## config.mk

```make
export PLATFORM = sky130hd
export DESIGN_NAME = vlb_top
export DESIGN_NICKNAME = d
export VERILOG_FILES = /design/src/hw/vlb_pkg.sv /design/src/hw/vlb_buffer_avail.sv /design/src/hw/vlb_next_hop.sv /design/src/hw/vlb_relay_calc.sv /design/src/hw/vlb_slot_ctrl.sv /design/src/hw/vlb_top.sv
export SDC_FILE = /design/constraint.sdc
export NUM_CORES = 2
export LEC_CHECK = 0
export ABC_AREA = 1
export BUFFER_PORTS_ARGS = -buffer_cell sky130_fd_sc_hd__clkbuf_2
export CORE_AREA = 2 2 525 527
export DETAILED_ROUTE_END_ITERATION = 16
export DIE_AREA = 0 0 527 529
export SYNTH_ARGS = -nofsm -noshare
export SYNTH_HDL_FRONTEND = slang
export SYNTH_SLANG_ARGS = --single-unit
```

## constraint.sdc

```tcl
create_clock -name i_clk -period 64.7 [get_ports i_clk]
set_clock_uncertainty 0.15 [all_clocks]
set_input_delay 6.47 -clock i_clk [delete_from_list [all_inputs] [get_ports i_clk]]
set_output_delay 6.47 -clock i_clk [all_outputs]
set_load 0.02 [all_outputs]
```

## src/hw/vlb_pkg.sv

```systemverilog
`default_nettype none

package vlb_pkg;

    ////////////////////////////////////////////////////////////////////////////
    // sizes
    ////////////////////////////////////////////////////////////////////////////

    // one queue per destination rack
    localparam int QUEUE_NUM = 8;
    localparam int TOR_NUM   = 8;
    localparam int TOR_W     = 3;

    // each switch cycles through this many slots
    localparam int SLOT_NUM  = 2;
    localparam int SLOT_W    = 1;

    localparam int SIZE_W    = 32;

    ////////////////////////////////////////////////////////////////////////////
    // constants
    ////////////////////////////////////////////////////////////////////////////

    localparam int MY_TOR_ID = 0;

    // relay buffer space per destination and slot
    localparam logic [SIZE_W-1:0] SLOT_MAX_PKT = 32'h0004_0000;

    // resp ready crosses from the queue manager domain
    localparam int SYNC_STAGES = 3;

    ////////////////////////////////////////////////////////////////////////////
    // types
    ////////////////////////////////////////////////////////////////////////////

    typedef logic [QUEUE_NUM-1:0][SIZE_W-1:0] queue_vec_t;

    typedef struct packed {
        logic [SIZE_W-1:0] capacity;
        queue_vec_t        sizes;
    } offer_t;

    typedef struct packed {
        logic [TOR_W-1:0] ocs0_tor;
        logic [TOR_W-1:0] ocs1_tor;
    } next_hop_t;

endpackage

`default_nettype wire

```

## src/hw/vlb_buffer_avail.sv

```systemverilog
`timescale 1ns/1ps
`default_nettype none

module vlb_buffer_avail (
    input  logic                i_clk,
    input  logic                i_rst,
    input  logic                i_snapshot,
    input  vlb_pkg::queue_vec_t i_local_size,
    input  vlb_pkg::queue_vec_t i_unlocal_size,
    input  vlb_pkg::queue_vec_t i_relay,
    input  logic                i_relay_valid,
    output vlb_pkg::queue_vec_t o_avail
);

    import vlb_pkg::*;

    queue_vec_t r_local;
    queue_vec_t r_unlocal;
    logic       r_load;

    ////////////////////////////////////////////////////////////////////////////
    // queue size snapshot
    ////////////////////////////////////////////////////////////////////////////

    always_ff @(posedge i_clk or posedge i_rst) begin
        if (i_rst) begin
            r_local   <= '0;
            r_unlocal <= '0;
            r_load    <= 1'b0;
        end else begin
            r_load <= i_snapshot;
            if (i_snapshot) begin
                r_local   <= i_local_size;
                r_unlocal <= i_unlocal_size;
            end
        end
    end

    ////////////////////////////////////////////////////////////////////////////
    // available space per destination
    ////////////////////////////////////////////////////////////////////////////

    // refill wins over a grant landing in the same cycle
    always_ff @(posedge i_clk or posedge i_rst) begin
        if (i_rst) begin
            o_avail <= '0;
        end else if (r_load) begin
            for (int q = 0; q < QUEUE_NUM; q++) begin
                o_avail[q] <= SLOT_MAX_PKT - r_local[q] - r_unlocal[q];
            end
        end else if (i_relay_valid) begin
            // grants never exceed avail, so no wrap
            for (int q = 0; q < QUEUE_NUM; q++) begin
                o_avail[q] <= o_avail[q] - i_relay[q];
            end
        end
    end

endmodule

`default_nettype wire

```

## src/hw/vlb_next_hop.sv

```systemverilog
`timescale 1ns/1ps
`default_nettype none

module vlb_next_hop (
    input  logic                       i_clk,
    input  logic                       i_rst,
    input  logic                       i_load,
    input  logic [vlb_pkg::SLOT_W-1:0] i_slot_id,
    output vlb_pkg::next_hop_t         o_next_hop
);

    import vlb_pkg::*;

    logic [SLOT_W-1:0] w_next_slot;
    next_hop_t         w_hop;

    assign w_next_slot = SLOT_W'((int'(i_slot_id) + 1) % SLOT_NUM);

    ////////////////////////////////////////////////////////////////////////////
    // rotating route rule
    ////////////////////////////////////////////////////////////////////////////

    // even switch walks up two racks per slot, odd switch walks down
    always_comb begin
        w_hop.ocs0_tor = TOR_W'((MY_TOR_ID + 1 + 2 * int'(w_next_slot)) % TOR_NUM);
        // offset keeps the odd side positive before the modulo
        w_hop.ocs1_tor = TOR_W'((MY_TOR_ID + 2 * SLOT_NUM * TOR_NUM - 1
                                 - 2 * int'(w_next_slot)) % TOR_NUM);
    end

    always_ff @(posedge i_clk or posedge i_rst) begin
        if (i_rst) begin
            o_next_hop <= '0;
        end else if (i_load) begin
            o_next_hop <= w_hop;
        end
    end

endmodule

`default_nettype wire

```

## src/hw/vlb_relay_calc.sv

```systemverilog
`timescale 1ns/1ps
`default_nettype none

module vlb_relay_calc (
    input  logic                i_clk,
    input  logic                i_rst,
    input  logic                i_compute,
    input  logic                i_port,
    input  vlb_pkg::offer_t     i_offer0,
    input  vlb_pkg::offer_t     i_offer1,
    input  vlb_pkg::next_hop_t  i_next_hop,
    input  vlb_pkg::queue_vec_t i_avail,
    output vlb_pkg::queue_vec_t o_relay,
    output logic                o_relay_valid,
    output logic                o_relay_port
);

    import vlb_pkg::*;

    offer_t            r_offer0;
    offer_t            r_offer1;
    offer_t            w_sel;
    logic [SIZE_W-1:0] w_g0;
    logic [SIZE_W-1:0] w_g1;
    logic [SIZE_W-1:0] w_rem;
    queue_vec_t        w_grant;

    function automatic logic [SIZE_W-1:0] min3(input logic [SIZE_W-1:0] a,
                                               input logic [SIZE_W-1:0] b,
                                               input logic [SIZE_W-1:0] c);
        logic [SIZE_W-1:0] m;
        m = (a < b) ? a : b;
        return (m < c) ? m : c;
    endfunction

    // latest offer from each uplink
    always_ff @(posedge i_clk) begin
        r_offer0 <= i_offer0;
        r_offer1 <= i_offer1;
    end

    ////////////////////////////////////////////////////////////////////////////
    // grant rule
    ////////////////////////////////////////////////////////////////////////////

    assign w_sel = i_port ? r_offer1 : r_offer0;

    // ocs0 neighbour is served first, ocs1 gets what capacity is left
    assign w_g0  = min3(w_sel.sizes[i_next_hop.ocs0_tor], w_sel.capacity,
                        i_avail[i_next_hop.ocs0_tor]);
    assign w_rem = w_sel.capacity - w_g0;
    assign w_g1  = min3(w_sel.sizes[i_next_hop.ocs1_tor], w_rem,
                        i_avail[i_next_hop.ocs1_tor]);

    always_comb begin
        w_grant = '0;
        w_grant[i_next_hop.ocs0_tor] = w_g0;
        w_grant[i_next_hop.ocs1_tor] = w_g1;
    end

    always_ff @(posedge i_clk or posedge i_rst) begin
        if (i_rst) begin
            o_relay       <= '0;
            o_relay_valid <= 1'b0;
            o_relay_port  <= 1'b0;
        end else begin
            o_relay_valid <= i_compute;
            if (i_compute) begin
                o_relay      <= w_grant;
                o_relay_port <= i_port;
            end
        end
    end

endmodule

`default_nettype wire

```

## src/hw/vlb_slot_ctrl.sv

```systemverilog
`timescale 1ns/1ps
`default_nettype none

module vlb_slot_ctrl (
    input  logic                       i_clk,
    input  logic                       i_rst,
    input  logic                       i_slot_start,
    input  logic                       i_cur_slot_id,
    input  logic                       i_check_queue_resp_ready,
    input  logic [1:0]                 i_offer_valid,
    input  logic                       i_relay_valid,
    output logic                       o_check_queue_req_valid,
    output logic                       o_snapshot,
    output logic                       o_load,
    output logic [vlb_pkg::SLOT_W-1:0] o_slot_id,
    output logic                       o_compute,
    output logic                       o_port
);

    import vlb_pkg::*;

    logic                   r_slot_start;
    logic [SYNC_STAGES-1:0] r_resp_sync;
    logic                   r_ready;
    logic                   w_accept;

    ////////////////////////////////////////////////////////////////////////////
    // slot start and queue snapshot
    ////////////////////////////////////////////////////////////////////////////

    always_ff @(posedge i_clk or posedge i_rst) begin
        if (i_rst) begin
            r_slot_start <= 1'b0;
            o_slot_id    <= '0;
        end else begin
            r_slot_start <= i_slot_start;
            if (i_slot_start) begin
                o_slot_id <= i_cur_slot_id;
            end
        end
    end

    always_ff @(posedge i_clk or posedge i_rst) begin
        if (i_rst) begin
            r_resp_sync <= '0;
        end else begin
            r_resp_sync <= {r_resp_sync[SYNC_STAGES-2:0], i_check_queue_resp_ready};
        end
    end

    // rising edge of the synchronised ready
    assign o_snapshot = r_resp_sync[SYNC_STAGES-2] & ~r_resp_sync[SYNC_STAGES-1];

    // drops on the edge where the last stage goes high
    always_ff @(posedge i_clk or posedge i_rst) begin
        if (i_rst) begin
            o_check_queue_req_valid <= 1'b0;
        end else if (r_resp_sync[SYNC_STAGES-2]) begin
            o_check_queue_req_valid <= 1'b0;
        end else if (r_slot_start) begin
            o_check_queue_req_valid <= 1'b1;
        end
    end

    // next hops and avail load one cycle after the snapshot
    always_ff @(posedge i_clk or posedge i_rst) begin
        if (i_rst) begin
            o_load <= 1'b0;
        end else begin
            o_load <= o_snapshot;
        end
    end

    ////////////////////////////////////////////////////////////////////////////
    // offer arbitration
    ////////////////////////////////////////////////////////////////////////////

    // port 0 has priority, anything while busy is dropped
    assign w_accept = r_ready & (|i_offer_valid);

    always_ff @(posedge i_clk or posedge i_rst) begin
        if (i_rst) begin
            r_ready <= 1'b1;
        end else if (i_relay_valid) begin
            r_ready <= 1'b1;
        end else if (w_accept) begin
            r_ready <= 1'b0;
        end
    end

    always_ff @(posedge i_clk or posedge i_rst) begin
        if (i_rst) begin
            o_compute <= 1'b0;
            o_port    <= 1'b0;
        end else begin
            o_compute <= w_accept;
            if (w_accept) begin
                o_port <= ~i_offer_valid[0];
            end
        end
    end

endmodule

`default_nettype wire

```

## src/hw/vlb_top.sv

```systemverilog
`timescale 1ns/1ps
`default_nettype none

module vlb_top (
    input  logic                i_clk,
    input  logic                i_rst,
    input  logic                i_slot_start,
    input  logic                i_cur_slot_id,
    input  logic                i_check_queue_resp_ready,
    output logic                o_check_queue_req_valid,
    input  vlb_pkg::queue_vec_t i_local_queue_size,
    input  vlb_pkg::queue_vec_t i_unlocal_queue_size,
    input  vlb_pkg::offer_t     i_offer0,
    input  vlb_pkg::offer_t     i_offer1,
    input  logic                i_offer0_valid,
    input  logic                i_offer1_valid,
    output vlb_pkg::queue_vec_t o_relay,
    output logic                o_relay_valid,
    output logic                o_relay_port
);

    import vlb_pkg::*;

    logic              w_snapshot;
    logic              w_load;
    logic [SLOT_W-1:0] w_slot_id;
    logic              w_compute;
    logic              w_port;
    next_hop_t         w_next_hop;
    queue_vec_t        w_avail;

    ////////////////////////////////////////////////////////////////////////////
    // control
    ////////////////////////////////////////////////////////////////////////////

    vlb_slot_ctrl slot_ctrl_i (
        .i_clk                    (i_clk),
        .i_rst                    (i_rst),
        .i_slot_start             (i_slot_start),
        .i_cur_slot_id            (i_cur_slot_id),
        .i_check_queue_resp_ready (i_check_queue_resp_ready),
        .i_offer_valid            ({i_offer1_valid, i_offer0_valid}),
        .i_relay_valid            (o_relay_valid),
        .o_check_queue_req_valid  (o_check_queue_req_valid),
        .o_snapshot               (w_snapshot),
        .o_load                   (w_load),
        .o_slot_id                (w_slot_id),
        .o_compute                (w_compute),
        .o_port                   (w_port)
    );

    ////////////////////////////////////////////////////////////////////////////
    // datapath
    ////////////////////////////////////////////////////////////////////////////

    vlb_next_hop next_hop_i (
        .i_clk      (i_clk),
        .i_rst      (i_rst),
        .i_load     (w_load),
        .i_slot_id  (w_slot_id),
        .o_next_hop (w_next_hop)
    );

    vlb_buffer_avail buffer_avail_i (
        .i_clk          (i_clk),
        .i_rst          (i_rst),
        .i_snapshot     (w_snapshot),
        .i_local_size   (i_local_queue_size),
        .i_unlocal_size (i_unlocal_queue_size),
        .i_relay        (o_relay),
        .i_relay_valid  (o_relay_valid),
        .o_avail        (w_avail)
    );

    // grant feeds back into avail and the arbiter
    vlb_relay_calc relay_calc_i (
        .i_clk         (i_clk),
        .i_rst         (i_rst),
        .i_compute     (w_compute),
        .i_port        (w_port),
        .i_offer0      (i_offer0),
        .i_offer1      (i_offer1),
        .i_next_hop    (w_next_hop),
        .i_avail       (w_avail),
        .o_relay       (o_relay),
        .o_relay_valid (o_relay_valid),
        .o_relay_port  (o_relay_port)
    );

endmodule

`default_nettype wire

```

======== After elaboration in Yosys (flattened, before gate mapping) ========
Index checks and enable logic that the tools add are counted.
cells by class
  bitwise gates (word level) .............. 5
  $lt $le $gt $ge ......................... 8
  reduce and logical (&&, ||, !) cells .... 6
  add/subtract/negate cells ............... 28
  multiplexer cells ....................... 24
operators with widths
  cell                                                                                  number
  32-bit subtractor                                                                     17
  256-bit 2-to-1 mux                                                                    2
  32-bit binary-select mux with 3-bit select                                            4
  32-bit 2-to-1 mux                                                                     10
  288-bit 2-to-1 mux                                                                    1
  256-bit bitwise AND                                                                   1
  256-bit bitwise mux                                                                   1
  19-bit by 32-bit subtractor with 32-bit output (first input constant)                 8
  32-bit demux with 3-bit select                                                        2
  32-bit less-than comparator                                                           4
  3-bit by 4-bit less-than comparator with 1-bit output (second input constant)         2
  3-bit by 1-bit greater-or-equal comparator with 1-bit output (second input constant)  2
  2-bit nonzero test                                                                    3
  1-bit 2-to-1 mux                                                                      4
  1-bit by 2-bit adder with 3-bit output (first input constant)                         1
  3-bit by 2-bit subtractor with 3-bit output (first input constant)                    1
  1-bit bitwise AND                                                                     2
  1-bit logical AND                                                                     2
  1-bit inverter                                                                        2
  2-bit OR reduction                                                                    1
  1-bit adder (second input constant)                                                   1
storage, ports and cells
  register bits after elaboration ......... 1618
  input bits .............................. 1095
  output and inout port bits .............. 259
  logic and storage cells ................. 133

======== Longest topological paths before layout ========
  word-level depth ........................ 13
  depth in mapped cells ................... 87
  mapped depth without buffers ............ 77

======== Modules after synthesis ========
From an unflattened synthesis, not the netlist that was laid out.
unflattened totals
  cell total of the unflattened synthesis .. 16285
  area total of the unflattened synthesis .. 110792.5 sq um
modules (own cells, without submodules)
  module            cells an instance  area an instance (sq um)  times used
  vlb_buffer_avail  11510              71210.8                   1
  vlb_relay_calc    4732               39117.5                   1
  vlb_slot_ctrl     26                 322.8                     1
  vlb_next_hop      17                 141.4                     1

======== Worst setup path after synthesis ========
OpenSTA, ideal clock, no wires.
  path kind ............................... reg-to-reg
  from .................................... reg slot_ctrl_i.o_port
  to ...................................... reg relay_calc_i.o_relay[161] (netlist name)
  library setup time ...................... 0.141 ns
  required time ........................... 64.409 ns
  stages on the path, launching flop included .. 69
  buffers on the path ..................... 14
  arrival ................................. 11.166 ns
  slack ................................... 53.243 ns
  cell sequence ........................... dfrtp_1 > buf_4 > clkbuf_1 > clkbuf_1 > clkbuf_1 > clkbuf_1 > clkbuf_1 > clkbuf_1 > nand2_1 > o21ai_0 > inv_1 > ha_1 > a21oi_1 > nor2_1 > a211oi_1 > o221ai_1 > a21oi_1 > nand2_2 > [33 not listed] > ha_1 > nand4_1 > o221a_2 > nand2_4 > inv_1 > buf_2 > clkbuf_1 > o21ai_0 > ha_1 > nand2_1 > nor2_1 > a211oi_1 > o221ai_1 > a21oi_1 > clkbuf_1 > nand3_1 > nand2_1 > o22ai_1
between the ends
  cells in the longest elaborated chain, start to end .. 13
  elaborated cells between the ends (all ways) .. 16
  those cells by class .................... add/sub: 1; order compare: 4; mux: 10; bitwise: 1
ends and longest elaborated chain
  what                                        line                  text
  start, declared                             vlb_slot_ctrl.sv:17   output logic o_port
  start signal, assigned                      vlb_slot_ctrl.sv:98   o_port <= ~i_offer_valid[0];
  288-bit 2-to-1 mux *                        vlb_relay_calc.sv:46  assign w_sel = i_port ? r_offer1 : r_offer0;
  32-bit binary-select mux with 3-bit select  vlb_relay_calc.sv:49  assign w_g0 = min3(w_sel.sizes[i_next_hop.ocs0_tor], w_sel.capacity,
  32-bit 2-to-1 mux (implied by the code)     vlb_relay_calc.sv:49
  32-bit less-than comparator                 vlb_relay_calc.sv:32  m = (a < b) ? a : b;
  32-bit 2-to-1 mux                           vlb_relay_calc.sv:32
  32-bit less-than comparator                 vlb_relay_calc.sv:33  return (m < c) ? m : c;
  32-bit 2-to-1 mux                           vlb_relay_calc.sv:33
  32-bit subtractor                           vlb_relay_calc.sv:51  assign w_rem = w_sel.capacity - w_g0;
  32-bit less-than comparator                 vlb_relay_calc.sv:32
  32-bit 2-to-1 mux                           vlb_relay_calc.sv:32
  32-bit less-than comparator                 vlb_relay_calc.sv:33
  32-bit 2-to-1 mux                           vlb_relay_calc.sv:33
  256-bit bitwise mux *                       vlb_relay_calc.sv:58  w_grant[i_next_hop.ocs1_tor] = w_g1;
  end signal, assigned                        vlb_relay_calc.sv:69  o_relay <= w_grant;
  end, declared                               vlb_relay_calc.sv:13  output vlb_pkg::queue_vec_t o_relay,
Every way passes the cells marked *; elsewhere a longest branch is shown, timed or not. The select of a mux whose other input is x is not followed.
A chain may end at the register's enable or synchronous reset.

======== Worst setup path in the final report ========
  from .................................... reg next_hop_i.o_next_hop[0] (netlist name)
  to ...................................... reg relay_calc_i.o_relay[164] (netlist name)
between the ends
  cells in the longest elaborated chain, start to end .. 7
  elaborated cells between the ends (all ways) .. 14
  those cells by class .................... order compare: 4; mux: 9; reduce/logical: 1
ends and longest elaborated chain
  what                                        line                  text
  start, declared                             vlb_next_hop.sv:9     output vlb_pkg::next_hop_t o_next_hop
  start signal, assigned                      vlb_next_hop.sv:35    o_next_hop <= w_hop;
  32-bit binary-select mux with 3-bit select  vlb_relay_calc.sv:52  assign w_g1 = min3(w_sel.sizes[i_next_hop.ocs1_tor], w_rem,
  32-bit 2-to-1 mux (implied by the code)     vlb_relay_calc.sv:52
  32-bit less-than comparator                 vlb_relay_calc.sv:32
  32-bit 2-to-1 mux                           vlb_relay_calc.sv:32
  32-bit less-than comparator                 vlb_relay_calc.sv:33
  32-bit 2-to-1 mux                           vlb_relay_calc.sv:33
  256-bit bitwise mux *                       vlb_relay_calc.sv:58
Marks and branches as above.

==> reports/results.tsv <==
metric	value	unit
grt_antenna_before_repair	90	
via_per_inst	4.81	
cts_htree_levels	4	
synth_common_cells	nand2_1 (1496), inv_1 (1049), dfrtp_1 (846)	
dr.pass1.iters	6	
drive_gt1_share	17.1	%
crit_fanout	72	
yosys.cell_count.top_type	nand2_1	
synthXorXnorAreaFrac	3.39	%
crit_required	65170	ps
cts_tree	built	
synth_area	0.0695	sq mm
clockRootBuffer	clkbuf_16	
clk_transition_reported_paths	60	ps
overflow	0	
r2r_setup_slack	47390	ps
area_delta_synth_final	21.2	%
initial_core_util	25.5	%
synth_top_family_by_area	compound AO/OA/AOI/OAI gates	
grtUsageMet1	30.8	%
rsz0062_at_grt	false	
grt_pass1_wl	441000	um
fp.dieW	527	um
synth_top_area_share	30.5	%
hold_viol_final	0	
dpl_worst_slack	47900	ps
wl_per_cell	24.9	um
synth_top_cell_by_area	dfrtp_1	
clk_path_buf_depth	4	
grt_max_degree	235	
route.detailed.drc	0	
slowest_stage	o21ai_1	
design.core.area	0.273	sq mm
io_buffers	1097	
fmax	0.0578	GHz
vias	62312	
finalCritPeriodShare	26.8	%
synth-adder-area-share	13.0	%
stdcell_count	12968	
dr.first_iter.drc_count	5339	
placed_cells	12648	
muxShareOfSynthArea	0.477	%
crit_path_frequent_cell	nand2_1	
synth_seq_cells	1295	
maxSlewHeadroom	16.7	%
critPathCaptureType	flip-flop	
num_rows	192	
slowest_delay	1110	ps
fin_nets	11033	
place_area	0.0788	sq mm
finalWeightedCongestion	0.960	
use_met3	6.85	%
synth-warning-count	0	
final_area	0.0842	sq mm
grt.met2_usage	31.1	%
clk_latency	870	ps
crit_type	flip-flop to flip-flop	
tightest_slew	1240	ps
synth_simple_gate_area_share	14.2	%
synth_cell_types	59	
postCtsSetupBuffers	0	
arrival	17780	ps
syn_area_per_cell	8.40	sq um
cp-start-kind	flip-flop	
ctsHoldBuffers	0	
hold_class	flip-flop to flip-flop	
dieArea	0.279	sq mm
synth-compound-area-share	17.6	%
finalWirelength	322000	um
finalSetupViolations	0	
maxCapViolCount	0	
synth_edf_count	0	
status	finished, final reports clean	
cts.sinks	1295	
min_period	17310	ps
synthTopCellsByArea	dfrtp_1 (30%), dfxtp_1 (13%), ha_1 (13%), nand2_1 (8.1%), o21ai_0 (5.8%)	
dp_hpwl	259000	um
slew_violations	0	
post_cts_resized	0	
fin_ws	47390	ps
grt_pass1_vias	57985	
final_antenna_net_count	0	
fin_setup_tns	0	ps
cts_buffers	161	
grt-busiest-layer	met2	
die_h	529	um
postSynthCellCount	8268	
ioPinCount	1354	
synth_fp_nets	10079	
yosysSeqAreaShare	43.4	%
synthFlopType	dfrtp_1	
ys_async_sr_fraction	65.4	%
track_usage	22.3	%
[flip-flops by register name (all words and copies together) (netlist names), 3 cells and up]
signal	flops
relay_calc_i.o_relay	256
relay_calc_i.r_offer0	224
relay_calc_i.r_offer1	224
buffer_avail_i.o_avail	192
buffer_avail_i.r_local	192
buffer_avail_i.r_unlocal	192
next_hop_i.o_next_hop	3
slot_ctrl_i.r_resp_sync	3
[cells by family (layout without fill, tap and decap cells)]
| logic type | Yosys count | in the layout |
|---|---|---|
| DFF | 1295 | 1295 |
| other | 0 | 35 |
| and+or+nand+nor | 2408 | 2408 |
| AOI/OAI and AO/OA | 2104 | 2104 |
| adders and majority gates | 716 | 716 |
| buffers and inverters | 1443 | 2519 |
| xor gates and xnor gates | 269 | 269 |
| muxes | 33 | 33 |
[cells in the final DEF (no fill, tap or decap), types with 28 or more instances in the layout]
cell and count:
clkbuf_16 167, inv_1 1045, or2_2 101, o21ai_0 787, clkbuf_8 36, a32o_1 59, nor2_1 419, a21oi_1 620
dfrtp_1 840, o22ai_1 228, buf_4 73, clkbuf_2 1097, xor2_1 160, ha_1 703, dfxtp_1 448, nand3_1 319
xnor2_1 109, diode_2 35, a31oi_1 103, o221ai_1 93, a211oi_1 28, nand2_1 1492, clkbuf_1 32, mux2i_1 32
a221oi_1 51
[critical path: cells and delay by family, from the launching register on]
family / cells / cell delay [ps]
flip-flops: 1 / 740
buffers and inverters: 7 / 2440
AND/OR/NAND/NOR: 26 / 6110
AO/OA/AOI/OAI: 14 / 5190
XOR/XNOR: 1 / 200
adder cells (fa/ha/maj): 5 / 1830
multiplexers: 1 / 200
[layout make-up]
| cell class | count | area [sq um] |
|---|---|---|
| Clock inverter | 50 | 564 |
| Fill cell | 29242 | 189000 |
| Multi-Input combinational cell | 5530 | 34000 |
| Sequential cell | 1295 | 30200 |
| Antenna cell | 35 | 87.6 |
| Clock buffer | 235 | 4790 |
| Inverter | 1059 | 4000 |
| Tap cell | 3589 | 4490 |
| Timing Repair Buffer | 1175 | 6140 |
[worst paths after layout]
path / startpoint / to / depth (start not counted)
worst max-delay path: next_hop_i.o_next_hop[0] / relay_calc_i.o_relay[164] / 54
worst min-delay path: slot_ctrl_i.r_resp_sync[0] / slot_ctrl_i.r_resp_sync[1] / 0
worst max register to register: next_hop_i.o_next_hop[0] / relay_calc_i.o_relay[164] / 54
worst min register to register: slot_ctrl_i.r_resp_sync[0] / slot_ctrl_i.r_resp_sync[1] / 0
max in group asynchronous: i_rst / next_hop_i.o_next_hop[4] / 6
min in group asynchronous: i_rst / relay_calc_i.o_relay[201] / 2
[stage by stage]
step,hold slack (ps),utilization [%]
global placement,183,28.9
floorplan,181,-
detailed placement,193,28.9
finish,204,30.9
CTS,206,30.8
global route,207,30.8
[per-layer routing]
layer  up-vias  wire, um
met1     29539    146000
li1      29851         -
met4        42     18000
met5         -       282
met3       446     31400
met2      2434    127000
Power is not shown: default switching activity piles up to over one toggle a cycle in this logic, so the estimate is an artifact.
